## config.mk

```make
export PLATFORM = sky130hd
export DESIGN_NAME = rv_core
export DESIGN_NICKNAME = d
export VERILOG_FILES = /design/src/verilog/rv_pkg.sv /design/src/verilog/mem_if.sv /design/src/verilog/rv_alu.sv /design/src/verilog/rv_bus_arbiter.sv /design/src/verilog/rv_core.sv /design/src/verilog/rv_decode.sv /design/src/verilog/rv_fetch.sv /design/src/verilog/rv_lsu.sv /design/src/verilog/rv_regfile.sv
export VERILOG_INCLUDE_DIRS = /design/src /design/src/verilog
export SDC_FILE = /design/constraint.sdc
export NUM_CORES = 2
export LEC_CHECK = 0
export BUFFER_PORTS_ARGS = -buffer_cell sky130_fd_sc_hd__buf_2
export CORE_MARGIN = 5
export CORE_UTILIZATION = 57
export DETAILED_ROUTE_END_ITERATION = 10
export PLACE_DENSITY = 0.74
export SETUP_SLACK_MARGIN = 0.2
export SKIP_CTS_REPAIR_TIMING = 1
export SLEW_MARGIN = 10
export SYNTH_ARGS = -nofsm -noshare
export SYNTH_HDL_FRONTEND = slang
export SYNTH_SLANG_ARGS = --single-unit
```

## constraint.sdc

```tcl
create_clock -name clock -period 10.8 [get_ports clock]
set_input_delay 3.24 -clock clock [delete_from_list [all_inputs] [get_ports clock]]
set_output_delay 3.24 -clock clock [all_outputs]
set_load 0.005 [all_outputs]
```

## src/verilog/rv_cfg.svh

```systemverilog
`ifndef RV_CFG_SVH
`define RV_CFG_SVH

// Address of the first instruction fetched after reset.
`define RV_RESET_PC 32'h0000_0000

// Width of data words, addresses and instructions.
`define RV_XLEN 32

// RV32E has sixteen integer registers.
`define RV_NREGS 16

`endif

```

## src/verilog/rv_pkg.sv

```systemverilog
`default_nettype none
`include "rv_cfg.svh"

package rv_pkg;

	typedef logic [`RV_XLEN-1:0] word_t;
	typedef logic [$clog2(`RV_NREGS)-1:0] reg_idx_t;

	// Decoded operation. Anything outside the supported subset is OP_ILLEGAL.
	typedef enum logic [3:0] {
		OP_ADD,
		OP_SUB,
		OP_AND,
		OP_OR,
		OP_XOR,
		OP_ADDI,
		OP_LUI,
		OP_LW,
		OP_SW,
		OP_BEQ,
		OP_BNE,
		OP_JAL,
		OP_HALT,
		OP_ILLEGAL
	} op_kind_t;

	typedef enum logic [2:0] {
		S_REQ,
		S_RELEASE,
		S_EXEC,
		S_MEM,
		S_HALT
	} fetch_state_t;

	typedef enum logic [1:0] {
		L_IDLE,
		L_REQ,
		L_RELEASE
	} lsu_state_t;

endpackage

`default_nettype wire

```

## src/verilog/mem_if.sv

```systemverilog
`timescale 1ns/1ps
`default_nettype none

// Four-phase req/ack memory port. The master holds req, we, addr and wdata
// stable until ack rises, then drops req; the slave then drops ack.
interface mem_if
	import rv_pkg::*;
();
	logic  req;
	logic  we;
	word_t addr;
	word_t wdata;
	logic  ack;
	word_t rdata;

	modport master (
		output req, we, addr, wdata,
		input  ack, rdata
	);

	modport slave (
		input  req, we, addr, wdata,
		output ack, rdata
	);
endinterface

`default_nettype wire

```

## src/verilog/rv_alu.sv

```systemverilog
`timescale 1ns/1ps
`default_nettype none

module rv_alu
	import rv_pkg::*;
(
	input  op_kind_t op,
	input  word_t    src1,
	input  word_t    src2,
	input  word_t    imm,
	input  word_t    pc,
	output word_t    result,
	output word_t    next_pc
);
	logic taken;

	always_comb begin
		case (op)
			OP_ADD:  result = src1 + src2;
			OP_SUB:  result = src1 - src2;
			OP_AND:  result = src1 & src2;
			OP_OR:   result = src1 | src2;
			OP_XOR:  result = src1 ^ src2;
			OP_ADDI: result = src1 + imm;
			OP_LUI:  result = imm;
			// Effective address for memory operations.
			OP_LW:   result = src1 + imm;
			OP_SW:   result = src1 + imm;
			OP_JAL:  result = pc + 32'd4;
			default: result = '0;
		endcase
	end

	assign taken = (op == OP_JAL) ||
		((op == OP_BEQ) && (src1 == src2)) ||
		((op == OP_BNE) && (src1 != src2));

	assign next_pc = taken ? pc + imm : pc + 32'd4;

endmodule

`default_nettype wire

```

## src/verilog/rv_bus_arbiter.sv

```systemverilog
`timescale 1ns/1ps
`default_nettype none

module rv_bus_arbiter
	import rv_pkg::*;
(
	input  logic  clock,
	input  logic  arst_n,
	mem_if.slave  fetch_bus,
	mem_if.slave  data_bus,
	output logic  mem_req,
	output logic  mem_we,
	output word_t mem_addr,
	output word_t mem_wdata,
	input  logic  mem_ack,
	input  word_t mem_rdata
);
	logic locked;
	logic grant_data;
	logic sel_data;
	logic granted_req;

	// Data wins when idle; once locked the grant holds until the handshake ends.
	assign sel_data = locked ? grant_data : data_bus.req;
	assign granted_req = sel_data ? data_bus.req : fetch_bus.req;

	assign mem_req = granted_req;
	assign mem_we = sel_data ? data_bus.we : fetch_bus.we;
	assign mem_addr = sel_data ? data_bus.addr : fetch_bus.addr;
	assign mem_wdata = sel_data ? data_bus.wdata : fetch_bus.wdata;

	assign data_bus.ack = sel_data && mem_ack;
	assign data_bus.rdata = sel_data ? mem_rdata : '0;
	assign fetch_bus.ack = !sel_data && mem_ack;
	assign fetch_bus.rdata = sel_data ? '0 : mem_rdata;

	always_ff @(posedge clock or negedge arst_n) begin
		if (!arst_n) begin
			locked <= 1'b0;
			grant_data <= 1'b0;
		end else if (!locked) begin
			if (fetch_bus.req || data_bus.req) begin
				locked <= 1'b1;
				grant_data <= data_bus.req;
			end
		end else if (!granted_req && !mem_ack) begin
			locked <= 1'b0;
		end
	end

	// The sequencer keeps the two handshakes apart, so only one master ever requests.
	one_req_a: assert property (@(posedge clock) disable iff (!arst_n)
		!(fetch_bus.req && data_bus.req));

endmodule

`default_nettype wire

```

## src/verilog/rv_core.sv

```systemverilog
`timescale 1ns/1ps
`default_nettype none

module rv_core
	import rv_pkg::*;
(
	input  logic  clock,
	input  logic  arst_n,
	output logic  mem_req,
	output logic  mem_we,
	output word_t mem_addr,
	output word_t mem_wdata,
	input  logic  mem_ack,
	input  word_t mem_rdata,
	output logic  halted
);
	word_t    inst;
	word_t    pc;
	word_t    next_pc;
	word_t    imm;
	word_t    src1;
	word_t    src2;
	word_t    result;
	word_t    wb_data;
	op_kind_t op;
	reg_idx_t rd;
	reg_idx_t rs1;
	reg_idx_t rs2;
	logic     reg_we;
	logic     lsu_start;
	logic     lsu_done;
	logic     retire;

	mem_if fetch_bus ();
	mem_if data_bus ();

	rv_fetch u_fetch (
		.clock     (clock),
		.arst_n    (arst_n),
		.bus       (fetch_bus.master),
		.next_pc   (next_pc),
		.op        (op),
		.lsu_done  (lsu_done),
		.inst      (inst),
		.pc        (pc),
		.lsu_start (lsu_start),
		.retire    (retire),
		.halted    (halted)
	);

	rv_decode u_decode (
		.inst   (inst),
		.op     (op),
		.rd     (rd),
		.rs1    (rs1),
		.rs2    (rs2),
		.imm    (imm),
		.reg_we (reg_we)
	);

	rv_alu u_alu (
		.op      (op),
		.src1    (src1),
		.src2    (src2),
		.imm     (imm),
		.pc      (pc),
		.result  (result),
		.next_pc (next_pc)
	);

	rv_regfile u_regfile (
		.clock  (clock),
		.arst_n (arst_n),
		.raddr1 (rs1),
		.raddr2 (rs2),
		.rdata1 (src1),
		.rdata2 (src2),
		.waddr  (rd),
		.wdata  (wb_data),
		.wen    (reg_we),
		.retire (retire)
	);

	rv_lsu u_lsu (
		.clock      (clock),
		.arst_n     (arst_n),
		.bus        (data_bus.master),
		.start      (lsu_start),
		.op         (op),
		.addr       (result),
		.store_data (src2),
		.alu_result (result),
		.done       (lsu_done),
		.wb_data    (wb_data)
	);

	rv_bus_arbiter u_bus_arbiter (
		.clock     (clock),
		.arst_n    (arst_n),
		.fetch_bus (fetch_bus.slave),
		.data_bus  (data_bus.slave),
		.mem_req   (mem_req),
		.mem_we    (mem_we),
		.mem_addr  (mem_addr),
		.mem_wdata (mem_wdata),
		.mem_ack   (mem_ack),
		.mem_rdata (mem_rdata)
	);

endmodule

`default_nettype wire

```

## src/verilog/rv_decode.sv

```systemverilog
`timescale 1ns/1ps
`default_nettype none

module rv_decode
	import rv_pkg::*;
(
	input  word_t    inst,
	output op_kind_t op,
	output reg_idx_t rd,
	output reg_idx_t rs1,
	output reg_idx_t rs2,
	output word_t    imm,
	output logic     reg_we
);
	logic [6:0] opcode;
	logic [2:0] funct3;
	logic [6:0] funct7;
	logic       use_rs1;
	logic       use_rs2;
	logic       use_rd;
	logic       bad_reg;
	op_kind_t   base_op;

	assign opcode = inst[6:0];
	assign funct3 = inst[14:12];
	assign funct7 = inst[31:25];

	// Only the low four bits of each register field exist in RV32E.
	assign rd = inst[10:7];
	assign rs1 = inst[18:15];
	assign rs2 = inst[23:20];

	always_comb begin
		base_op = OP_ILLEGAL;
		imm = '0;
		use_rs1 = 1'b0;
		use_rs2 = 1'b0;
		use_rd = 1'b0;
		case (opcode)
			7'b0110011: begin
				use_rs1 = 1'b1;
				use_rs2 = 1'b1;
				use_rd = 1'b1;
				case ({funct7, funct3})
					10'b0000000_000: base_op = OP_ADD;
					10'b0100000_000: base_op = OP_SUB;
					10'b0000000_111: base_op = OP_AND;
					10'b0000000_110: base_op = OP_OR;
					10'b0000000_100: base_op = OP_XOR;
					default: base_op = OP_ILLEGAL;
				endcase
			end
			7'b0010011: begin
				use_rs1 = 1'b1;
				use_rd = 1'b1;
				imm = {{20{inst[31]}}, inst[31:20]};
				if (funct3 == 3'b000) begin
					base_op = OP_ADDI;
				end
			end
			7'b0110111: begin
				use_rd = 1'b1;
				imm = {inst[31:12], 12'b0};
				base_op = OP_LUI;
			end
			7'b0000011: begin
				use_rs1 = 1'b1;
				use_rd = 1'b1;
				imm = {{20{inst[31]}}, inst[31:20]};
				if (funct3 == 3'b010) begin
					base_op = OP_LW;
				end
			end
			7'b0100011: begin
				use_rs1 = 1'b1;
				use_rs2 = 1'b1;
				imm = {{20{inst[31]}}, inst[31:25], inst[11:7]};
				if (funct3 == 3'b010) begin
					base_op = OP_SW;
				end
			end
			7'b1100011: begin
				use_rs1 = 1'b1;
				use_rs2 = 1'b1;
				imm = {{19{inst[31]}}, inst[31], inst[7], inst[30:25], inst[11:8], 1'b0};
				if (funct3 == 3'b000) begin
					base_op = OP_BEQ;
				end else if (funct3 == 3'b001) begin
					base_op = OP_BNE;
				end
			end
			7'b1101111: begin
				use_rd = 1'b1;
				imm = {{11{inst[31]}}, inst[31], inst[19:12], inst[20], inst[30:21], 1'b0};
				base_op = OP_JAL;
			end
			7'b1110011: begin
				if (inst == 32'h0010_0073) begin
					base_op = OP_HALT;
				end
			end
			default: base_op = OP_ILLEGAL;
		endcase
	end

	// x16 to x31 do not exist, so naming one makes the instruction illegal.
	assign bad_reg = (use_rs1 && inst[19]) || (use_rs2 && inst[24]) || (use_rd && inst[11]);
	assign op = bad_reg ? OP_ILLEGAL : base_op;
	assign reg_we = op inside {OP_ADD, OP_SUB, OP_AND, OP_OR, OP_XOR,
		OP_ADDI, OP_LUI, OP_LW, OP_JAL};

endmodule

`default_nettype wire

```

## src/verilog/rv_fetch.sv

```systemverilog
`timescale 1ns/1ps
`default_nettype none
`include "rv_cfg.svh"

module rv_fetch
	import rv_pkg::*;
(
	input  logic     clock,
	input  logic     arst_n,
	mem_if.master    bus,
	input  word_t    next_pc,
	input  op_kind_t op,
	input  logic     lsu_done,
	output word_t    inst,
	output word_t    pc,
	output logic     lsu_start,
	output logic     retire,
	output logic     halted
);
	fetch_state_t state;
	logic         req;
	logic         is_mem;
	logic         stop;

	assign is_mem = (op == OP_LW) || (op == OP_SW);
	assign stop = (op == OP_HALT) || (op == OP_ILLEGAL);

	assign retire = ((state == S_EXEC) && !is_mem && !stop) || ((state == S_MEM) && lsu_done);
	assign lsu_start = (state == S_EXEC) && is_mem;
	assign halted = (state == S_HALT);

	// Fetch only ever reads.
	assign bus.req = req;
	assign bus.we = 1'b0;
	assign bus.addr = pc;
	assign bus.wdata = '0;

	always_ff @(posedge clock or negedge arst_n) begin
		if (!arst_n) begin
			state <= S_REQ;
			req <= 1'b0;
			pc <= `RV_RESET_PC;
		end else begin
			case (state)
				S_REQ: begin
					// The request is normally raised on retire; this covers the first fetch.
					if (!req) begin
						req <= 1'b1;
					end else if (bus.ack) begin
						req <= 1'b0;
						state <= S_RELEASE;
					end
				end
				S_RELEASE: begin
					if (!bus.ack) begin
						state <= S_EXEC;
					end
				end
				S_EXEC: begin
					if (stop) begin
						state <= S_HALT;
					end else if (is_mem) begin
						state <= S_MEM;
					end
				end
				S_MEM: ;
				S_HALT: ;
				default: state <= S_HALT;
			endcase

			// Retiring from S_EXEC or S_MEM starts the next fetch right away.
			if (retire) begin
				pc <= next_pc;
				req <= 1'b1;
				state <= S_REQ;
			end
		end
	end

	always_ff @(posedge clock) begin
		if ((state == S_REQ) && req && bus.ack) begin
			inst <= bus.rdata;
		end
	end

	addr_stable_a: assert property (@(posedge clock) disable iff (!arst_n)
		bus.req && !bus.ack |=> $stable(bus.addr));

endmodule

`default_nettype wire

```

## src/verilog/rv_lsu.sv

```systemverilog
`timescale 1ns/1ps
`default_nettype none

module rv_lsu
	import rv_pkg::*;
(
	input  logic     clock,
	input  logic     arst_n,
	mem_if.master    bus,
	input  logic     start,
	input  op_kind_t op,
	input  word_t    addr,
	input  word_t    store_data,
	input  word_t    alu_result,
	output logic     done,
	output word_t    wb_data
);
	lsu_state_t state;
	logic       req;
	logic       we;
	word_t      addr_q;
	word_t      wdata_q;
	word_t      load_q;

	assign bus.req = req;
	assign bus.we = we;
	assign bus.addr = addr_q;
	assign bus.wdata = wdata_q;

	assign wb_data = (op == OP_LW) ? load_q : alu_result;

	always_ff @(posedge clock or negedge arst_n) begin
		if (!arst_n) begin
			state <= L_IDLE;
			req <= 1'b0;
			we <= 1'b0;
			done <= 1'b0;
		end else begin
			done <= 1'b0;
			case (state)
				L_IDLE: begin
					if (start) begin
						req <= 1'b1;
						we <= (op == OP_SW);
						state <= L_REQ;
					end
				end
				L_REQ: begin
					if (bus.ack) begin
						req <= 1'b0;
						state <= L_RELEASE;
					end
				end
				L_RELEASE: begin
					if (!bus.ack) begin
						done <= 1'b1;
						state <= L_IDLE;
					end
				end
				default: state <= L_IDLE;
			endcase
		end
	end

	always_ff @(posedge clock) begin
		if ((state == L_IDLE) && start) begin
			addr_q <= addr;
			wdata_q <= store_data;
		end
		if ((state == L_REQ) && bus.ack) begin
			load_q <= bus.rdata;
		end
	end

	// The fetch sequencer must wait for done before it can start another access.
	start_idle_a: assert property (@(posedge clock) disable iff (!arst_n)
		start |-> state == L_IDLE);

endmodule

`default_nettype wire

```

## src/verilog/rv_regfile.sv

```systemverilog
`timescale 1ns/1ps
`default_nettype none
`include "rv_cfg.svh"

module rv_regfile
	import rv_pkg::*;
(
	input  logic     clock,
	input  logic     arst_n,
	input  reg_idx_t raddr1,
	input  reg_idx_t raddr2,
	output word_t    rdata1,
	output word_t    rdata2,
	input  reg_idx_t waddr,
	input  word_t    wdata,
	input  logic     wen,
	input  logic     retire
);
	word_t regs [`RV_NREGS];

	always_ff @(posedge clock or negedge arst_n) begin
		if (!arst_n) begin
			for (int i = 0; i < `RV_NREGS; i++) begin
				regs[i] <= '0;
			end
		end else if (wen && retire && (waddr != '0)) begin
			regs[waddr] <= wdata;
		end
	end

	assign rdata1 = (raddr1 == '0) ? '0 : regs[raddr1];
	assign rdata2 = (raddr2 == '0) ? '0 : regs[raddr2];

endmodule

`default_nettype wire
```

* Word-level counts from Yosys, hierarchy flattened *
Cells that the tools add are included.

storage, ports and cells
  input bits = 35
  word-level logic and storage cells = 198
  register bits after elaboration = 683

operators by class
  reduce and logical (&&, ||, !) cells = 54
  eq/ne operators = 44
  add/sub/neg operators = 5
  bitwise operators = 7
  $lt $le $gt $ge = 4
  muxes and demuxes = 55

operators with widths
  operator                 number
  $bwmux W512              1
  $mux W32                 11
  $bmux W32 S4             2
  $pmux W32 S8             1
  $pmux W32 S5             1
  $demux W32 S4            1
  $add A32 B32 Y32         3
  $add A32 B3 Y32 const B  1
  $and A32 B32 Y32         1
  $eq A32 B21 Y1 const B   1
  $eq A32 B32 Y1           1
  $ne A32 B32 Y1           1
  $or A32 B32 Y32          1
  $pmux W4 S8              1
  $sub A32 B32 Y32         1
  $xor A32 B32 Y32         1
  $eq A10 B3 Y1 const B    3
  $eq A4 B4 Y1 const B     6
  $mux W3                  8
  $eq A7 B6 Y1 const B     3
  $eq A7 B7 Y1 const B     3
  $pmux W4 S5              1
  $logic_and A1 B1 Y1      19
  $mux W1                  18
  other kinds (40)         79

* Logic depth before layout (Yosys ltp) *
  depth in word-level cells = 15
  gate-level depth with buffers = 26
  gate-level depth less buffers = 21

* By module *
Synthesis repeated with hierarchy kept, for this count alone.

unflattened totals
  cells, all modules = 3665
  area total of the unflattened synthesis = 43213.9 um^2

modules (own cells, without submodules)
  module          cells each  area an instance (um^2)  times used
  rv_regfile      1814        25826.0                  1
  rv_alu          1201        8410.6                   1
  rv_lsu          148         3623.5                   1
  rv_fetch        194         2919.0                   1
  rv_bus_arbiter  159         1435.1                   1
  rv_decode       149         999.7                    1

* Worst setup path before layout *
OpenSTA, ideal clock, no wires.

  path type = flip-flop to flip-flop
  start = reg u_fetch.inst[20]
  end = reg u_regfile.regs[125] (netlist name)
  path buffers = 5
  cell stages (with the launch flop) = 20
  arrival = 5.732 ns
  path slack = 4.933 ns
  cells stage by stage = edfxtp_1 buf_2 buf_1 clkbuf_1 buf_1 mux4_2 mux2_2 a21oi_1 ha_1 a21oi_1 or3_1 a221o_1 a31oi_1 a31oi_1 a311oi_1 xor2_1 a221o_1 mux2i_1 clkbuf_1 o21ai_0

on the way
  elaborated cells between the ends (all ways) = 43
  those cells by class = 3 x add/sub; 12 x eq/ne; 11 x mux; 4 x bitwise; 13 x reduce/logical

RTL lines
  item                                                                       line                                text
  start, declared                                                            rv_fetch.sv:14                      output word_t inst,
  start signal, assigned                                                     rv_fetch.sv:82                      inst <= bus.rdata;
  $not A4 Y5 (implied by the code) / $eq A32 B21 Y1 (equally long branches)  rv_regfile.sv:32, rv_decode.sv:98
  $bmux W32 S4 / $mux W1 (equally long branches)                             rv_regfile.sv:32, rv_decode.sv:98
  $mux W32 (implied by the code) / $pmux W4 S8 (equally long branches)       rv_regfile.sv:32, rv_decode.sv:39
  $mux W32 (implied by the code) / $mux W4 (equally long branches)           rv_regfile.sv:32, rv_decode.sv:108
  $mux W32 (tied with other cells)                                           rv_regfile.sv:32                    assign rdata2 = (raddr2 == '0) ? '0 : regs[raddr2];
  $sub A32 B32 Y32 (tied with other cells)                                   rv_alu.sv:20                        OP_SUB: result = src1 - src2;
  $pmux W32 S8 *                                                             rv_alu.sv:18                        case (op)
  named net result[29]                                                       rv_core.sv:23                       word_t result;
  $mux W32 *                                                                 rv_lsu.sv:30                        assign wb_data = (op == OP_LW) ? load_q : alu_result;
  $bwmux W512 *                                                              rv_regfile.sv:27                    regs[waddr] <= wdata;
  end signal, assigned by index                                              rv_regfile.sv:27
  end, declared                                                              rv_regfile.sv:19                    word_t regs [`RV_NREGS];

Mark *: on every way through the listed nets, which the timed path passes. The rest lies on a longest branch. The select of a mux whose other input is x is not followed.
A chain may end at the register's enable or synchronous reset.

* Final worst setup path *
  start = reg u_fetch.inst[6]
  end = reg u_regfile.regs[30] (netlist name)

on the way
  longest elaborated chain between the ends = 15
  elaborated cells between the ends (all ways) = 52
  those cells by class = 1 x add/sub; 20 x eq/ne; 10 x mux; 21 x reduce/logical

RTL lines
  item
  parallel branches: the longest is 15 deep, another holds $add A32 B32 Y32

Several ways; the timed one is not identified.

==> results.sh <==
export IMPL_ys_seq_area_share_pct=41.6
export IMPL_syn_inst=4089
export IMPL_critPathArrivalTime_ns=8.75
export IMPL_cts_tree="built"
export IMPL_status="completed"
export IMPL_vias_per_cell=6.81
export IMPL_finalHoldViolCount=0
export IMPL_finalCriticalPeriod_ns=8.19
export IMPL_hold_class="reg -> reg"
export IMPL_post_dp_hpwl_mm=93.6
export IMPL_grt_pass1_wl_mm=213
export IMPL_syn_nets=4285
export IMPL_fin_crit_sh_pct=75.9
export IMPL_drc=0
export IMPL_worst_ir_drop_vdd_mv=0.120
export IMPL_htree_levels=3
export IMPL_firstDrtPassIters=7
export IMPL_synthFlopType="dfrtp_1"
export IMPL_placed_area_um2=43700
export IMPL_die_y_um=283
export IMPL_synth_edff_count=128
export IMPL_ctsRootBufferMaster="clkbuf_16"
export IMPL_stdcell_area_um2=46300
export IMPL_clk_latency_ns=0.64
export IMPL_drive_gt1_share_pct=20.2
export IMPL_yosysMostFrequentCell="dfrtp_1"
export IMPL_drt_total_wl_mm=143
export IMPL_synth_common_cells="dfrtp_1, nand2_1, o21ai_0"
export IMPL_synthDistinctLibCells=99
export IMPL_end_kind="register"
export IMPL_synth_top_cell_area_share_pct=32.6
export IMPL_fin_skew_ns=0.0323
export IMPL_syn_area_per_cell_um2=10.4
export IMPL_syn2layout_area_growth_pct=8.59
export IMPL_drv_cap=0
export IMPL_worstMarginPinSlew_ns=1.21
export IMPL_synth_area_top_cells="dfrtp_1, mux4_2, edfxtp_1"
export IMPL_start_util_pct=57.3
export IMPL_insertedDiodeCount=0
export IMPL_setup_tns_final_ns=0
export IMPL_ys_seq_elements=683
export IMPL_setup_viol=0
export IMPL_relSlewSlack_pct=18.7
export IMPL_crit_slowest_cell="a41oi_1"
export IMPL_critPathMaxFanout=22
export IMPL_netlist_area_um2=42600
export IMPL_grt_max_degree=181
export IMPL_cp_start_kind="register"
export IMPL_clock_sinks=683
export IMPL_yosysWarnings=0
export IMPL_die_w_um=283
export IMPL_vias=34300
export IMPL_p_leak_nw=20.4
export IMPL_ant_nets=0
export IMPL_cts_buffer_depth=3
export IMPL_critPathRequiredTime_ns=11.35
export IMPL_post_synth_top_area_cell="dfrtp_1"
export IMPL_drt_iter0_markers=4312
export IMPL_grt_pass1_vias=33600
export IMPL_rsz0062_at_grt="false"
export IMPL_path_clk_slew_ns=0.07
export IMPL_grt_overflow_total=0
export IMPL_core_area_um2=74300
export IMPL_cpPeakStageDelay_ns=0.96
export IMPL_finalWeightedCongestion=1.03
export IMPL_avgRoutedWirePerCell_um=28.4
export IMPL_async_flop_share_pct=81.3
export IMPL_power_density_nw_per_um2=148
export IMPL_numCtsBuffers=76
export IMPL_drv_slew=0
export IMPL_placement_io_buffers=101
export IMPL_nets=4207
export IMPL_worstSetupPathType="reg -> reg"
export IMPL_ios=102
export IMPL_design_die_area_um2=80300
export IMPL_final_core_util_pct=62.2
export IMPL_grt_antenna_before_repair=3
export IMPL_path_cells="nor2b_1, and3_1, and4b_1, nor3_1, nand2_1, o32ai_4, mux2_2, ha_1, inv_1, fa_1, nor2b_1, o31a_1, o31ai_1, a2111oi_0, o21ai_0, o21ai_0, a221oi_1, xnor2_1, nand2_1, a41oi_1, mux2_2"
export IMPL_fmax_mhz=122
export IMPL_rrSetupSlack_ns=2.61
export IMPL_grt_use_total_pct=34.7
export IMPL_rows=100
==> final timing paths <==
check / startpoint / to / cells after the start
hold reg to reg: u_regfile.regs[503] / u_regfile.regs[503] / 0
setup reg to reg: u_fetch.inst[6] / u_regfile.regs[30] / 21
hold / removal: u_regfile.regs[503] / u_regfile.regs[503] / 0
setup / recovery: u_fetch.inst[6] / u_regfile.regs[30] / 21
max in group asynchronous: arst_n / u_regfile.regs[482] / 3
min in group asynchronous: arst_n / u_fetch.bus.addr[27] / 1
==> where the power goes <==
group | internal (mW) | switching (mW) | leakage, nW
sequential | 2.69 | 0.0494 | 8.84
clock | 1.54 | 1.12 | 1.24
combinational | 0.534 | 0.928 | 10.3
total | 4.76 | 2.10 | 20.4
==> final cells by class <==
| class | instances | area [µm²] |
|---|---|---|
| Clock buffer | 106 | 2190 |
| Clock inverter | 31 | 335 |
| Fill cell | 5880 | 28100 |
| Inverter | 118 | 443 |
| Multi-Input combinational cell | 2946 | 23100 |
| Sequential cell | 683 | 17700 |
| Tap cell | 969 | 1210 |
| Timing Repair Buffer | 186 | 1230 |
==> metal layers <==
layer	wire length (µm)	GRT usage (%)	vias up
met2	64100	53.3	2061
met1	55000	47.0	17000
met3	15800	8.03	446
met5	13	0.238	-
li1	-	-	14800
met4	8010	16.4	2
==> registers in the layout (all words and copies together) (netlist names), 2 cells and up <==
register,flops
u_regfile.regs,512
u_fetch.inst,32
u_fetch.bus.addr,32
u_fetch.state,3
u_lsu.bus.wdata,32
u_lsu.load_q,32
u_lsu.state,2
u_lsu.bus.addr,32
==> cell families (layout without fill, tap and decap cells) <==
family	Yosys count	in the layout	synth area share, %
simple gates	1094	1094	12.3
compound gates	1046	1046	14.9
flops	683	683	41.6
mux	553	553	20.1
buf+inv	460	441	4.34
fa+ha+maj	161	161	4.78
xor+xnor	92	92	1.89
==> through the flow <==
stage               instances  total power, mW  setup WS, ns  hold WS [ns]
finish                   5039             6.86          2.61         0.375
global route             5039             7.09          2.02         0.384
CTS                      5039             6.85          2.71         0.376
detailed placement       4902             4.22          2.77         0.363
global placement         4902             4.21          2.83         0.360
floorplan                4089             3.66          4.93         0.425
==> worst max-delay path, delay by kind of cell, from the launching register on <==
family                     cells  cell delay [ns]
xor gates and xnor gates       1             0.16
muxes                          2             0.60
DFF                            1             0.84
buffers and inverters          1             0.07
and+or+nand+nor                7             1.88
adders and majority gates      2             0.64
AOI/OAI and AO/OA              8             3.92
==> placed cells by master, fill, tap and decap left out, types with 28 or more instances in the layout <==
master | Yosys | layout
a22oi_1 | 36 | 36
a21o_1 | 55 | 55
a21oi_1 | 186 | 186
and2_1 | 48 | 48
buf_2 | 52 | 100
o21ai_1 | 74 | 74
o22ai_1 | 29 | 28
mux2_2 | 217 | 217
nand4_1 | 34 | 34
nor2b_1 | 87 | 86
o21ai_0 | 419 | 419
nor2_1 | 196 | 194
xor2_1 | 34 | 34
nand3_1 | 38 | 38
edfxtp_1 | 128 | 128
ha_1 | 158 | 158
xnor2_1 | 58 | 58
dfrtp_1 | 555 | 555
mux2i_1 | 89 | 79
clkbuf_16 | 0 | 77
buf_4 | 3 | 79
mux4_2 | 215 | 215
or2_2 | 28 | 28
nand2_1 | 490 | 489
nor3_1 | 35 | 33
inv_1 | 118 | 117
(Power assumes the default switching activity.)
